[src/pcs_pkg.sv]
package pcs_pkg;

    // ##################################################
    // Block widths
    // ##################################################

    // One 64b/66b coded block, sync header included
    localparam int LEN_CODED_BLOCK  = 66;

    // Alignment tag goes on top of the coded block
    localparam int LEN_TAGGED_BLOCK = LEN_CODED_BLOCK + 1;

    // ##################################################
    // Lane gathering
    // ##################################################

    localparam int N_LANES     = 20;                          // PCS lanes per wide word
    localparam int NB_DATA_BUS = LEN_TAGGED_BLOCK * N_LANES;  // Wide word width
    localparam int NB_INDEX    = $clog2(N_LANES);             // Lane index width

    // ##################################################
    // Alignment period
    // ##################################################

    // Coded blocks between two alignment boundaries. A multiple of
    // N_LANES, so a tagged block always lands in lane 0 of its word
    localparam int AM_PERIOD_BLOCKS = 4 * N_LANES;

    localparam int NB_AM_COUNT = $clog2(AM_PERIOD_BLOCKS);    // Period counter width

endpackage

[src/block_tagger.sv]
module block_tagger
    import pcs_pkg::*;
(
    input  logic                          i_clock,
    input  logic                          i_reset,
    input  logic                          i_enable,
    input  logic                          i_valid,
    input  logic [LEN_CODED_BLOCK-1:0]    i_data,

    output logic                          o_valid,
    output logic [LEN_TAGGED_BLOCK-1:0]   o_data
);

    logic [NB_AM_COUNT-1:0] am_count;   // Position inside the alignment period
    logic                   accept;
    logic                   period_end;

    assign accept     = i_enable && i_valid;
    assign period_end = (am_count == NB_AM_COUNT'(AM_PERIOD_BLOCKS - 1));

    // ##################################################
    // Period counter and valid
    // ##################################################

    always_ff @(posedge i_clock)
    begin
        if (i_reset)
        begin
            am_count <= '0;
            o_valid  <= 1'b0;
        end
        else if (i_enable)                  // Whole stage frozen otherwise
        begin
            o_valid <= i_valid;
            if (i_valid)
            begin
                if (period_end)
                    am_count <= '0;
                else
                    am_count <= am_count + 1'b1;
            end
        end
    end

    // Tag marks the first block of each period
    always_ff @(posedge i_clock)
    begin
        if (accept)
            o_data <= {(am_count == '0), i_data};
    end

endmodule

[src/parallel_converter_1_to_n.sv]
module parallel_converter_1_to_n
    import pcs_pkg::*;
(
    input  logic                          i_clock,
    input  logic                          i_reset,
    input  logic                          i_enable,
    input  logic                          i_valid,
    input  logic [LEN_TAGGED_BLOCK-1:0]   i_data,

    output logic                          o_valid,
    output logic [NB_DATA_BUS-1:0]        o_data
);

    logic [NB_INDEX-1:0]    index;          // Lane that takes the next block
    logic [NB_DATA_BUS-1:0] store_data;     // Partially gathered word
    logic                   accept;
    logic                   count_done;

    assign accept     = i_enable && i_valid;
    assign count_done = accept && (index == NB_INDEX'(N_LANES - 1));

    // ##################################################
    // Lane index
    // ##################################################

    // Wraps to zero on the last block, no idle cycle between words
    always_ff @(posedge i_clock)
    begin
        if (i_reset || count_done)
            index <= '0;
        else if (accept)
            index <= index + 1'b1;
    end

    // Lane 0 is the top slice, later lanes fill downward
    always_ff @(posedge i_clock)
    begin
        if (accept)
        begin
            store_data[NB_DATA_BUS - 1 - LEN_TAGGED_BLOCK * int'(index) -: LEN_TAGGED_BLOCK]
                <= i_data;
        end
    end

    // ##################################################
    // Output word
    // ##################################################

    always_ff @(posedge i_clock)
    begin
        if (i_reset)
            o_valid <= 1'b0;
        else if (i_enable)
            o_valid <= count_done;      // Held through frozen cycles
    end

    // Last block goes straight into the word, the store only has lanes above it
    always_ff @(posedge i_clock)
    begin
        if (count_done)
            o_data <= {store_data[NB_DATA_BUS-1:LEN_TAGGED_BLOCK], i_data};
    end

    a_index_in_range : assert property (
        @(posedge i_clock) disable iff (i_reset)
        index <= NB_INDEX'(N_LANES - 1)
    ) else $error("parallel_converter_1_to_n: lane index %0d out of range", index);

endmodule

[src/lane_parity_accumulator.sv]
module lane_parity_accumulator
    import pcs_pkg::*;
(
    input  logic                        i_clock,
    input  logic                        i_reset,
    input  logic                        i_enable,
    input  logic                        i_valid,
    input  logic [NB_DATA_BUS-1:0]      i_data,

    output logic                        o_bip_valid,
    output logic [N_LANES-1:0]          o_bip          // Bit n is lane n
);

    logic [N_LANES-1:0] lane_parity;    // Even parity of each lane's coded bits
    logic [N_LANES-1:0] lane_tag;       // Tag bit of each lane
    logic [N_LANES-1:0] acc_parity;     // Running parity of the current period
    logic               have_period;    // A full period is behind us
    logic               accept;
    logic               boundary;

    assign accept   = i_enable && i_valid;
    assign boundary = accept && lane_tag[0];

    // Split the wide word, lane 0 at the top
    always_comb
    begin
        for (int lane = 0; lane < N_LANES; lane++)
        begin
            lane_tag[lane]    = i_data[NB_DATA_BUS - 1 - LEN_TAGGED_BLOCK * lane];
            lane_parity[lane] =
                ^i_data[NB_DATA_BUS - 2 - LEN_TAGGED_BLOCK * lane -: LEN_CODED_BLOCK];
        end
    end

    // ##################################################
    // Accumulation
    // ##################################################

    always_ff @(posedge i_clock)
    begin
        if (i_reset)
        begin
            acc_parity  <= '0;
            have_period <= 1'b0;
            o_bip_valid <= 1'b0;
        end
        else if (i_enable)
        begin
            o_bip_valid <= boundary && have_period;  // Nothing to report on the first one
            if (boundary)
            begin
                acc_parity  <= lane_parity;          // New period starts with this word
                have_period <= 1'b1;
            end
            else if (i_valid)
                acc_parity <= acc_parity ^ lane_parity;
        end
    end

    always_ff @(posedge i_clock)
    begin
        if (boundary)
            o_bip <= acc_parity;
    end

    // The period length is a multiple of the lane count upstream
    a_tag_lane0_only : assert property (
        @(posedge i_clock) disable iff (i_reset)
        accept |-> (lane_tag[N_LANES-1:1] == '0)
    ) else $error("lane_parity_accumulator: tag bit set outside lane 0");

endmodule

[src/pcs_lane_gather_top.sv]
module pcs_lane_gather_top
    import pcs_pkg::*;
(
    input  logic                          i_clock,
    input  logic                          i_reset,
    input  logic                          i_enable,
    input  logic                          i_valid,
    input  logic [LEN_CODED_BLOCK-1:0]    i_data,

    output logic                          o_valid,
    output logic [NB_DATA_BUS-1:0]        o_data,
    output logic                          o_bip_valid,
    output logic [N_LANES-1:0]            o_bip
);

    // ##################################################
    // Inter-stage wires
    // ##################################################

    logic                         tagged_valid;
    logic [LEN_TAGGED_BLOCK-1:0]  tagged_data;   // Tag in the MSB
    logic                         word_valid;
    logic [NB_DATA_BUS-1:0]       word_data;

    assign o_valid = word_valid;
    assign o_data  = word_data;

    block_tagger u_block_tagger (
        .i_clock  (i_clock),
        .i_reset  (i_reset),
        .i_enable (i_enable),
        .i_valid  (i_valid),
        .i_data   (i_data),
        .o_valid  (tagged_valid),
        .o_data   (tagged_data)
    );

    parallel_converter_1_to_n u_parallel_converter (
        .i_clock  (i_clock),
        .i_reset  (i_reset),
        .i_enable (i_enable),
        .i_valid  (tagged_valid),
        .i_data   (tagged_data),
        .o_valid  (word_valid),
        .o_data   (word_data)
    );

    // Lane BIP over each alignment period
    lane_parity_accumulator u_lane_parity_accumulator (
        .i_clock     (i_clock),
        .i_reset     (i_reset),
        .i_enable    (i_enable),
        .i_valid     (word_valid),
        .i_data      (word_data),
        .o_bip_valid (o_bip_valid),
        .o_bip       (o_bip)
    );

endmodule

[config.mk]
export PLATFORM = sky130hd
export DESIGN_NAME = pcs_lane_gather_top
export DESIGN_NICKNAME = d
export VERILOG_FILES = /design/src/pcs_pkg.sv /design/src/block_tagger.sv /design/src/parallel_converter_1_to_n.sv /design/src/lane_parity_accumulator.sv /design/src/pcs_lane_gather_top.sv
export SDC_FILE = /design/constraint.sdc
export NUM_CORES = 2
export LEC_CHECK = 0
export BUFFER_PORTS_ARGS = -buffer_cell sky130_fd_sc_hd__buf_2
export CAP_MARGIN = 40
export CORE_MARGIN = 8
export CORE_UTILIZATION = 35
export CTS_CLUSTER_SIZE = 8
export DETAILED_ROUTE_END_ITERATION = 16
export REMOVE_ABC_BUFFERS = 1
export SLEW_MARGIN = 20
export SYNTH_ARGS = -nofsm -noshare
export SYNTH_HDL_FRONTEND = slang
export SYNTH_SLANG_ARGS = --single-unit
[constraint.sdc]
create_clock -name i_clock -period 175.2 [get_ports i_clock]
set_clock_uncertainty 0.1 [all_clocks]
set_input_delay 43.8 -clock i_clock [delete_from_list [all_inputs] [get_ports i_clock]]
set_output_delay 43.8 -clock i_clock [all_outputs]
set_load 0.005 [all_outputs]
Word level (Yosys, flattened, before mapping)
Index checks and enable logic that the tools add are counted.
{ "totals": {"reg_bits": 2803, "latchBits": 0, "ram_bits": 0, "romBits": 0, "in_bits": 70, "out_inout_bits": 1362, "wordCells": 57, "n_memories": 0} }
{ "op_classes": {"add_sub_neg": 4, "mul": 1, "div": 0, "n_lt_le_gt_ge": 0, "n_eq_ne": 2, "shift": 2, "muxes": 4, "bitwise_logic": 1, "n_reduce_logical": 32} }
{ "op_table": {"columns": ["op", "count"], "rows": [
  ["67-bit by 33-bit variable shift with 1406-bit output, first input constant", 1],
  ["67-bit by 33-bit indexed part select with 1406-bit output", 1],
  ["1340-bit bitwise mux", 1],
  ["66-bit parity", 20],
  ["20-bit two-way mux", 2],
  ["32-bit negation with 33-bit output", 1],
  ["12-bit by 32-bit subtractor with 32-bit output, first input constant", 1],
  ["20-bit XOR", 1],
  ["7-bit by 5-bit multiplier with 12-bit output, first input constant", 1],
  ["7-bit by 1-bit adder with 7-bit output, second input constant", 1],
  ["7-bit == test, second input constant", 1],
  ["7-bit zero test", 1],
  ["7-bit two-way mux", 1],
  ["1-bit logical AND", 6],
  ["2-bit AND reduction", 3],
  ["5-bit by 1-bit adder with 5-bit output, second input constant", 1],
  ["5-bit == test, second input constant", 1],
  ["2-bit nonzero test", 1],
  ["1-bit logical OR", 1]
]} }

Logic depth before layout (Yosys ltp)
{ "logic_depth": {"word_depth": 5, "mapped_depth": 23, "depth_no_buf": 18} }

Cells and area by module
Synthesis repeated with hierarchy kept, for this count alone.
{ "hier_totals": {"cells_unflattened": 9427, "area_unflattened_um2": 121499.0} }
{ "modules_own_cells": {"columns": ["mod", "instances", "cells_each", "area_per_inst_um2", "seq_area_each_um2"], "rows": [
  ["parallel_converter_1_to_n", 1, 7895, 106051.7, 78585.4],
  ["lane_parity_accumulator", 1, 1417, 13018.7, 1041.0],
  ["block_tagger", 1, 115, 2428.6, 2172.1]
]} }

Worst setup path after synthesis
No wires, ideal clock.
{ "synth_path": {"kind": "input to register", "start": "input port i_enable", "end": "register u_parallel_converter.index[0]", "setup_ns": 0.188, "arrival_time_ns": 105.321, "required_time_ns": 174.912, "setup_slack_ns": 69.591, "path_stages": 6, "n_path_buf": 1, "path_cell_list": "and2_1 clkbuf_1 nand2_1 nor2_1 or2_2 nor2_1"} }
{ "synth_between": {"elab_chain_cells": 3} }
{ "synth_rtl": {"columns": ["element", "line", "text"], "rows": [
  ["from (decl)", "pcs_lane_gather_top.sv:6", "input logic i_enable,"],
  ["1-bit logical AND", "parallel_converter_1_to_n.sv:19", "assign accept = i_enable && i_valid;"],
  ["1-bit logical AND", "parallel_converter_1_to_n.sv:20", "assign count_done = accept && (index == NB_INDEX'(N_LANES - 1));"],
  ["named net u_parallel_converter.count_done", "parallel_converter_1_to_n.sv:17", "logic count_done;"],
  ["1-bit logical OR", "parallel_converter_1_to_n.sv:29", "if (i_reset || count_done)"],
  ["to (signal assigned)", "parallel_converter_1_to_n.sv:32", "index <= index + 1'b1;"],
  ["to (decl)", "parallel_converter_1_to_n.sv:14", "logic [NB_INDEX-1:0] index;"]
]} }
The timed path passes the listed nets, and every way through them passes these cells.
A chain may end at the register's enable or synchronous reset.

Worst setup path after layout
{ "layout_path": {"start": "input port i_enable", "end": "register u_parallel_converter.o_data[939] (enable)"} }
{ "layout_between": {"elab_chain_cells": 2} }
{ "layout_rtl": {"columns": ["element", "line", "text"], "rows": [
  ["1-bit logical AND", "parallel_converter_1_to_n.sv:19", null],
  ["1-bit logical AND", "parallel_converter_1_to_n.sv:20", null],
  ["named net u_parallel_converter.count_done", "parallel_converter_1_to_n.sv:17", null],
  ["to (signal assigned)", "parallel_converter_1_to_n.sv:61", "o_data <= {store_data[NB_DATA_BUS-1:LEN_TAGGED_BLOCK], i_data};"],
  ["to (decl)", "parallel_converter_1_to_n.sv:11", "output logic [NB_DATA_BUS-1:0] o_data"]
]} }
The timed path passes the listed nets, and every way through them passes these cells.

==> flow_summary.toml <==
[sta]
relSlewSlack_pct = 6.42
slew_viol_final = 0
worst_slew_pin_slew_ps = 1400
clock.fmax_mhz = 20.9
holdWs_ps = 256
fin_crit_sh_pct = 27.4
hold_viol_final = 0
setup_ws_ps = 127280
tns_ps = 0
finalSetupViolCount = 0
min_period_ps = 47920
rsz0062_at_grt = "no"

[place]
place_area_sq_um = 138000
preCtsSetupSlack_ps = 125770
dp_cells = 15400
gp_congestion = 1.05
dp_hpwl_um = 532000
placement.io_buffers = 1431

[logic_synthesis]
synth_cell_types = 87
synthTopCellsByCount = "edfxtp_1 (2700), nor2_1 (2171), xnor2_1 (1198)"
synthTopCellsByArea = "edfxtp_1 (67%), xnor2_1 (8.7%), nor2_1 (6.7%)"
synth_top_area_share_pct = 66.9
yosys_most_used_dff = "edfxtp_1"
synth_edf_count = 2700
ys.warnings.count = 0
synth.most_common_cell = "edfxtp_1"
post_synth_inst_count = 9459
syn_area_sq_um = 121000
yosysTopAreaCell = "edfxtp_1"
async_reset_ff_share_pct = 0
ys_seq_area_share_pct = 67.5
synth-seq-cells = 2736
syn_area_per_cell_sq_um = 12.8

[global_route]
antenna_found_initial = 72
grt_pass1_vias = 91300
grt_pass1_wl_um = 904000
grt.total_usage_pct = 37.3
overflow = 0
grt_max_degree = 174

[finish]
seq_area_sq_um = 81800
final_cell_count_no_fill = 16000
nets = 11300
fillers = 31700
stdcell_area_sq_um = 149000
syn2layout_area_growth_pct = 23.1
drive_above_1_share_pct = 24.2
final_util_pct = 43.2
multiInputGateArea_sq_um = 38000

[power]
p_sw_uw = 423
p_clk_share_pct = 44.4
switching_share_pct = 26.8
comb_power_share_pct = 10.1
leakagePower_nw = 50.4
seqPwrFrac_pct = 45.4
design_power_total_mw = 1.58
internal-power_mw = 1.15
power.density_nw_per_um2 = 10.6
ir_worst_vdd_v = 0.00000915

[critical_path]
r2r_end = "u_parallel_converter.store_data[313]"
critPathRequiredTime_ps = 175680
arrival_ps = 48400
crit_buf_inv = 8
cp_slowest_stage_delay_ps = 640
crit_path_end_kind = "register"
cp_common_cell = "buf_4"
crit_family = "buffers and inverters"
cp-start-kind = "primary input"
crit_slowest_cell = "buf_4"
ff2ff_path_depth = 19
crit_fanout = 52
cp-startpoint = "i_enable"
crit_type = "in2reg"
crit_chain = "buf_2 -> and2_2 -> buf_4 -> nand2_1 -> nor2_4 -> buf_4 -> buf_4 -> buf_4 -> buf_4 -> buf_16 -> buf_4"
rrSetupSlack_ps = 167170
r2r-start = "u_parallel_converter.index[2]"

[route]
dr.first_iter.drc_count = 16500
vias_per_cell = 6.10
drcViolationCount = 0
postRouteWirelength_um = 713000
wl_per_cell_um = 44.5
firstDrtPassIters = 9
num_vias = 97700
ant_nets = 0

[flow_run]
cap_violations = 0

[cts]
cts_root_buf = "clkbuf_16"
ctsLongestPathBuffers = 4
cts_num_sinks = 2736
htreeDepth = 5
clk_transition_reported_paths_ps = 50
post_cts_buffers = 0
cts_resized = 0
cts_buffers = 385
tritoncts = "done"
ctsHoldBuffers = 0
worstSkewPairLatency_ps = 970

[floorplan]
core_sq_um = 345000
fp.dieW_um = 605
die_height_um = 605
dieArea_sq_um = 365000
ios = 1432
rows = 216
start_util_pct = 35.1

[worst_hold_path]
hp-start = "u_parallel_converter.store_data[445]"
whs_path_depth = 0
hold_path.class = "reg2reg"
hold_end = "u_parallel_converter.o_data[445]"

[outcome]
outcome = "complete, no violations"
==> layer usage <==
layer	wire length (um)	up-vias	global-route usage, %
li1	-	37500	-
met1	246000	49200	43.9
met2	311000	8933	56.7
met3	89900	2114	12.5
met4	67100	24	27.8
met5	148	-	0
==> cells in the final DEF, fill, tap and decap left out, drive strengths merged, types with 61 or more instances in the layout <==
cell,netlist,routed
a21oi,302,302
a22oi,86,86
buf,224,1988
clkbuf,399,546
edfxtp,2700,2700
mux2i,113,113
mux4,66,66
nand2,472,472
nand3,127,127
nor2,2171,2171
nor3,315,315
o211ai,61,61
o21ai,104,104
o22ai,362,362
xnor2,1200,1200
xor2,147,147
==> sequential cells by signal, summed over array words and instances, names as in the netlist <==
signal and flops:
u_parallel_converter.o_valid 1, u_block_tagger.o_data 67, u_parallel_converter.o_data 1340, u_block_tagger.o_valid 1, u_lane_parity_accumulator.o_bip 20, u_lane_parity_accumulator.o_bip_valid 1, u_lane_parity_accumulator.have_period 1, u_parallel_converter.index 5
u_parallel_converter.store_data 1273, u_lane_parity_accumulator.acc_parity 20, u_block_tagger.am_count 7
==> layout make-up <==
type	instances	share of cell area, %
diodes	37	0.0620
clock inverters	35	0.472
inverters	18	0.0453
flip-flops and latches	2736	54.8
well taps	4578	3.84
multi-input cells	6082	25.4
clock buffers	542	6.90
repair buffers	1992	8.45
==> logic make-up (layout without fill, tap and decap cells) <==
| family | after synthesis | after routing | share of synthesized area (%) |
|---|---|---|---|
| AND/OR/NAND/NOR | 3280 | 3280 | 11.1 |
| flip-flops | 2736 | 2736 | 67.5 |
| XOR/XNOR | 1350 | 1350 | 9.80 |
| AO/OA/AOI/OAI | 1195 | 1195 | 6.53 |
| buffers and inverters | 641 | 2587 | 2.17 |
| multiplexers | 236 | 236 | 2.69 |
| adder cells (fa/ha/maj) | 21 | 21 | 0.217 |
| other | 0 | 37 | 0 |
==> power by group through the flow <==
stage / sequential, mW / combinational [mW] / clock (mW)
after floorplan: 0.728 / 0.0510 / 0
after global placement: 0.729 / 0.142 / 0
after detailed placement: 0.729 / 0.149 / 0
after CTS: 0.716 / 0.150 / 0.702
after global routing: 0.716 / 0.154 / 0.728
final: 0.716 / 0.160 / 0.701
==> how the worst max path moves through the flow <==
stage / end / slack, ps / cells past startpoint
after floorplan: u_parallel_converter.index[1] / 69280 / 5
after global placement: u_parallel_converter.o_data[546] / 125750 / 10
after detailed placement: u_parallel_converter.o_data[938] / 125770 / 11
after CTS: u_parallel_converter.o_data[1192] / 126790 / 11
after global routing: u_parallel_converter.o_data[410] / 127060 / 11
final: u_parallel_converter.o_data[939] / 127280 / 11
(Power assumes the default switching activity.)
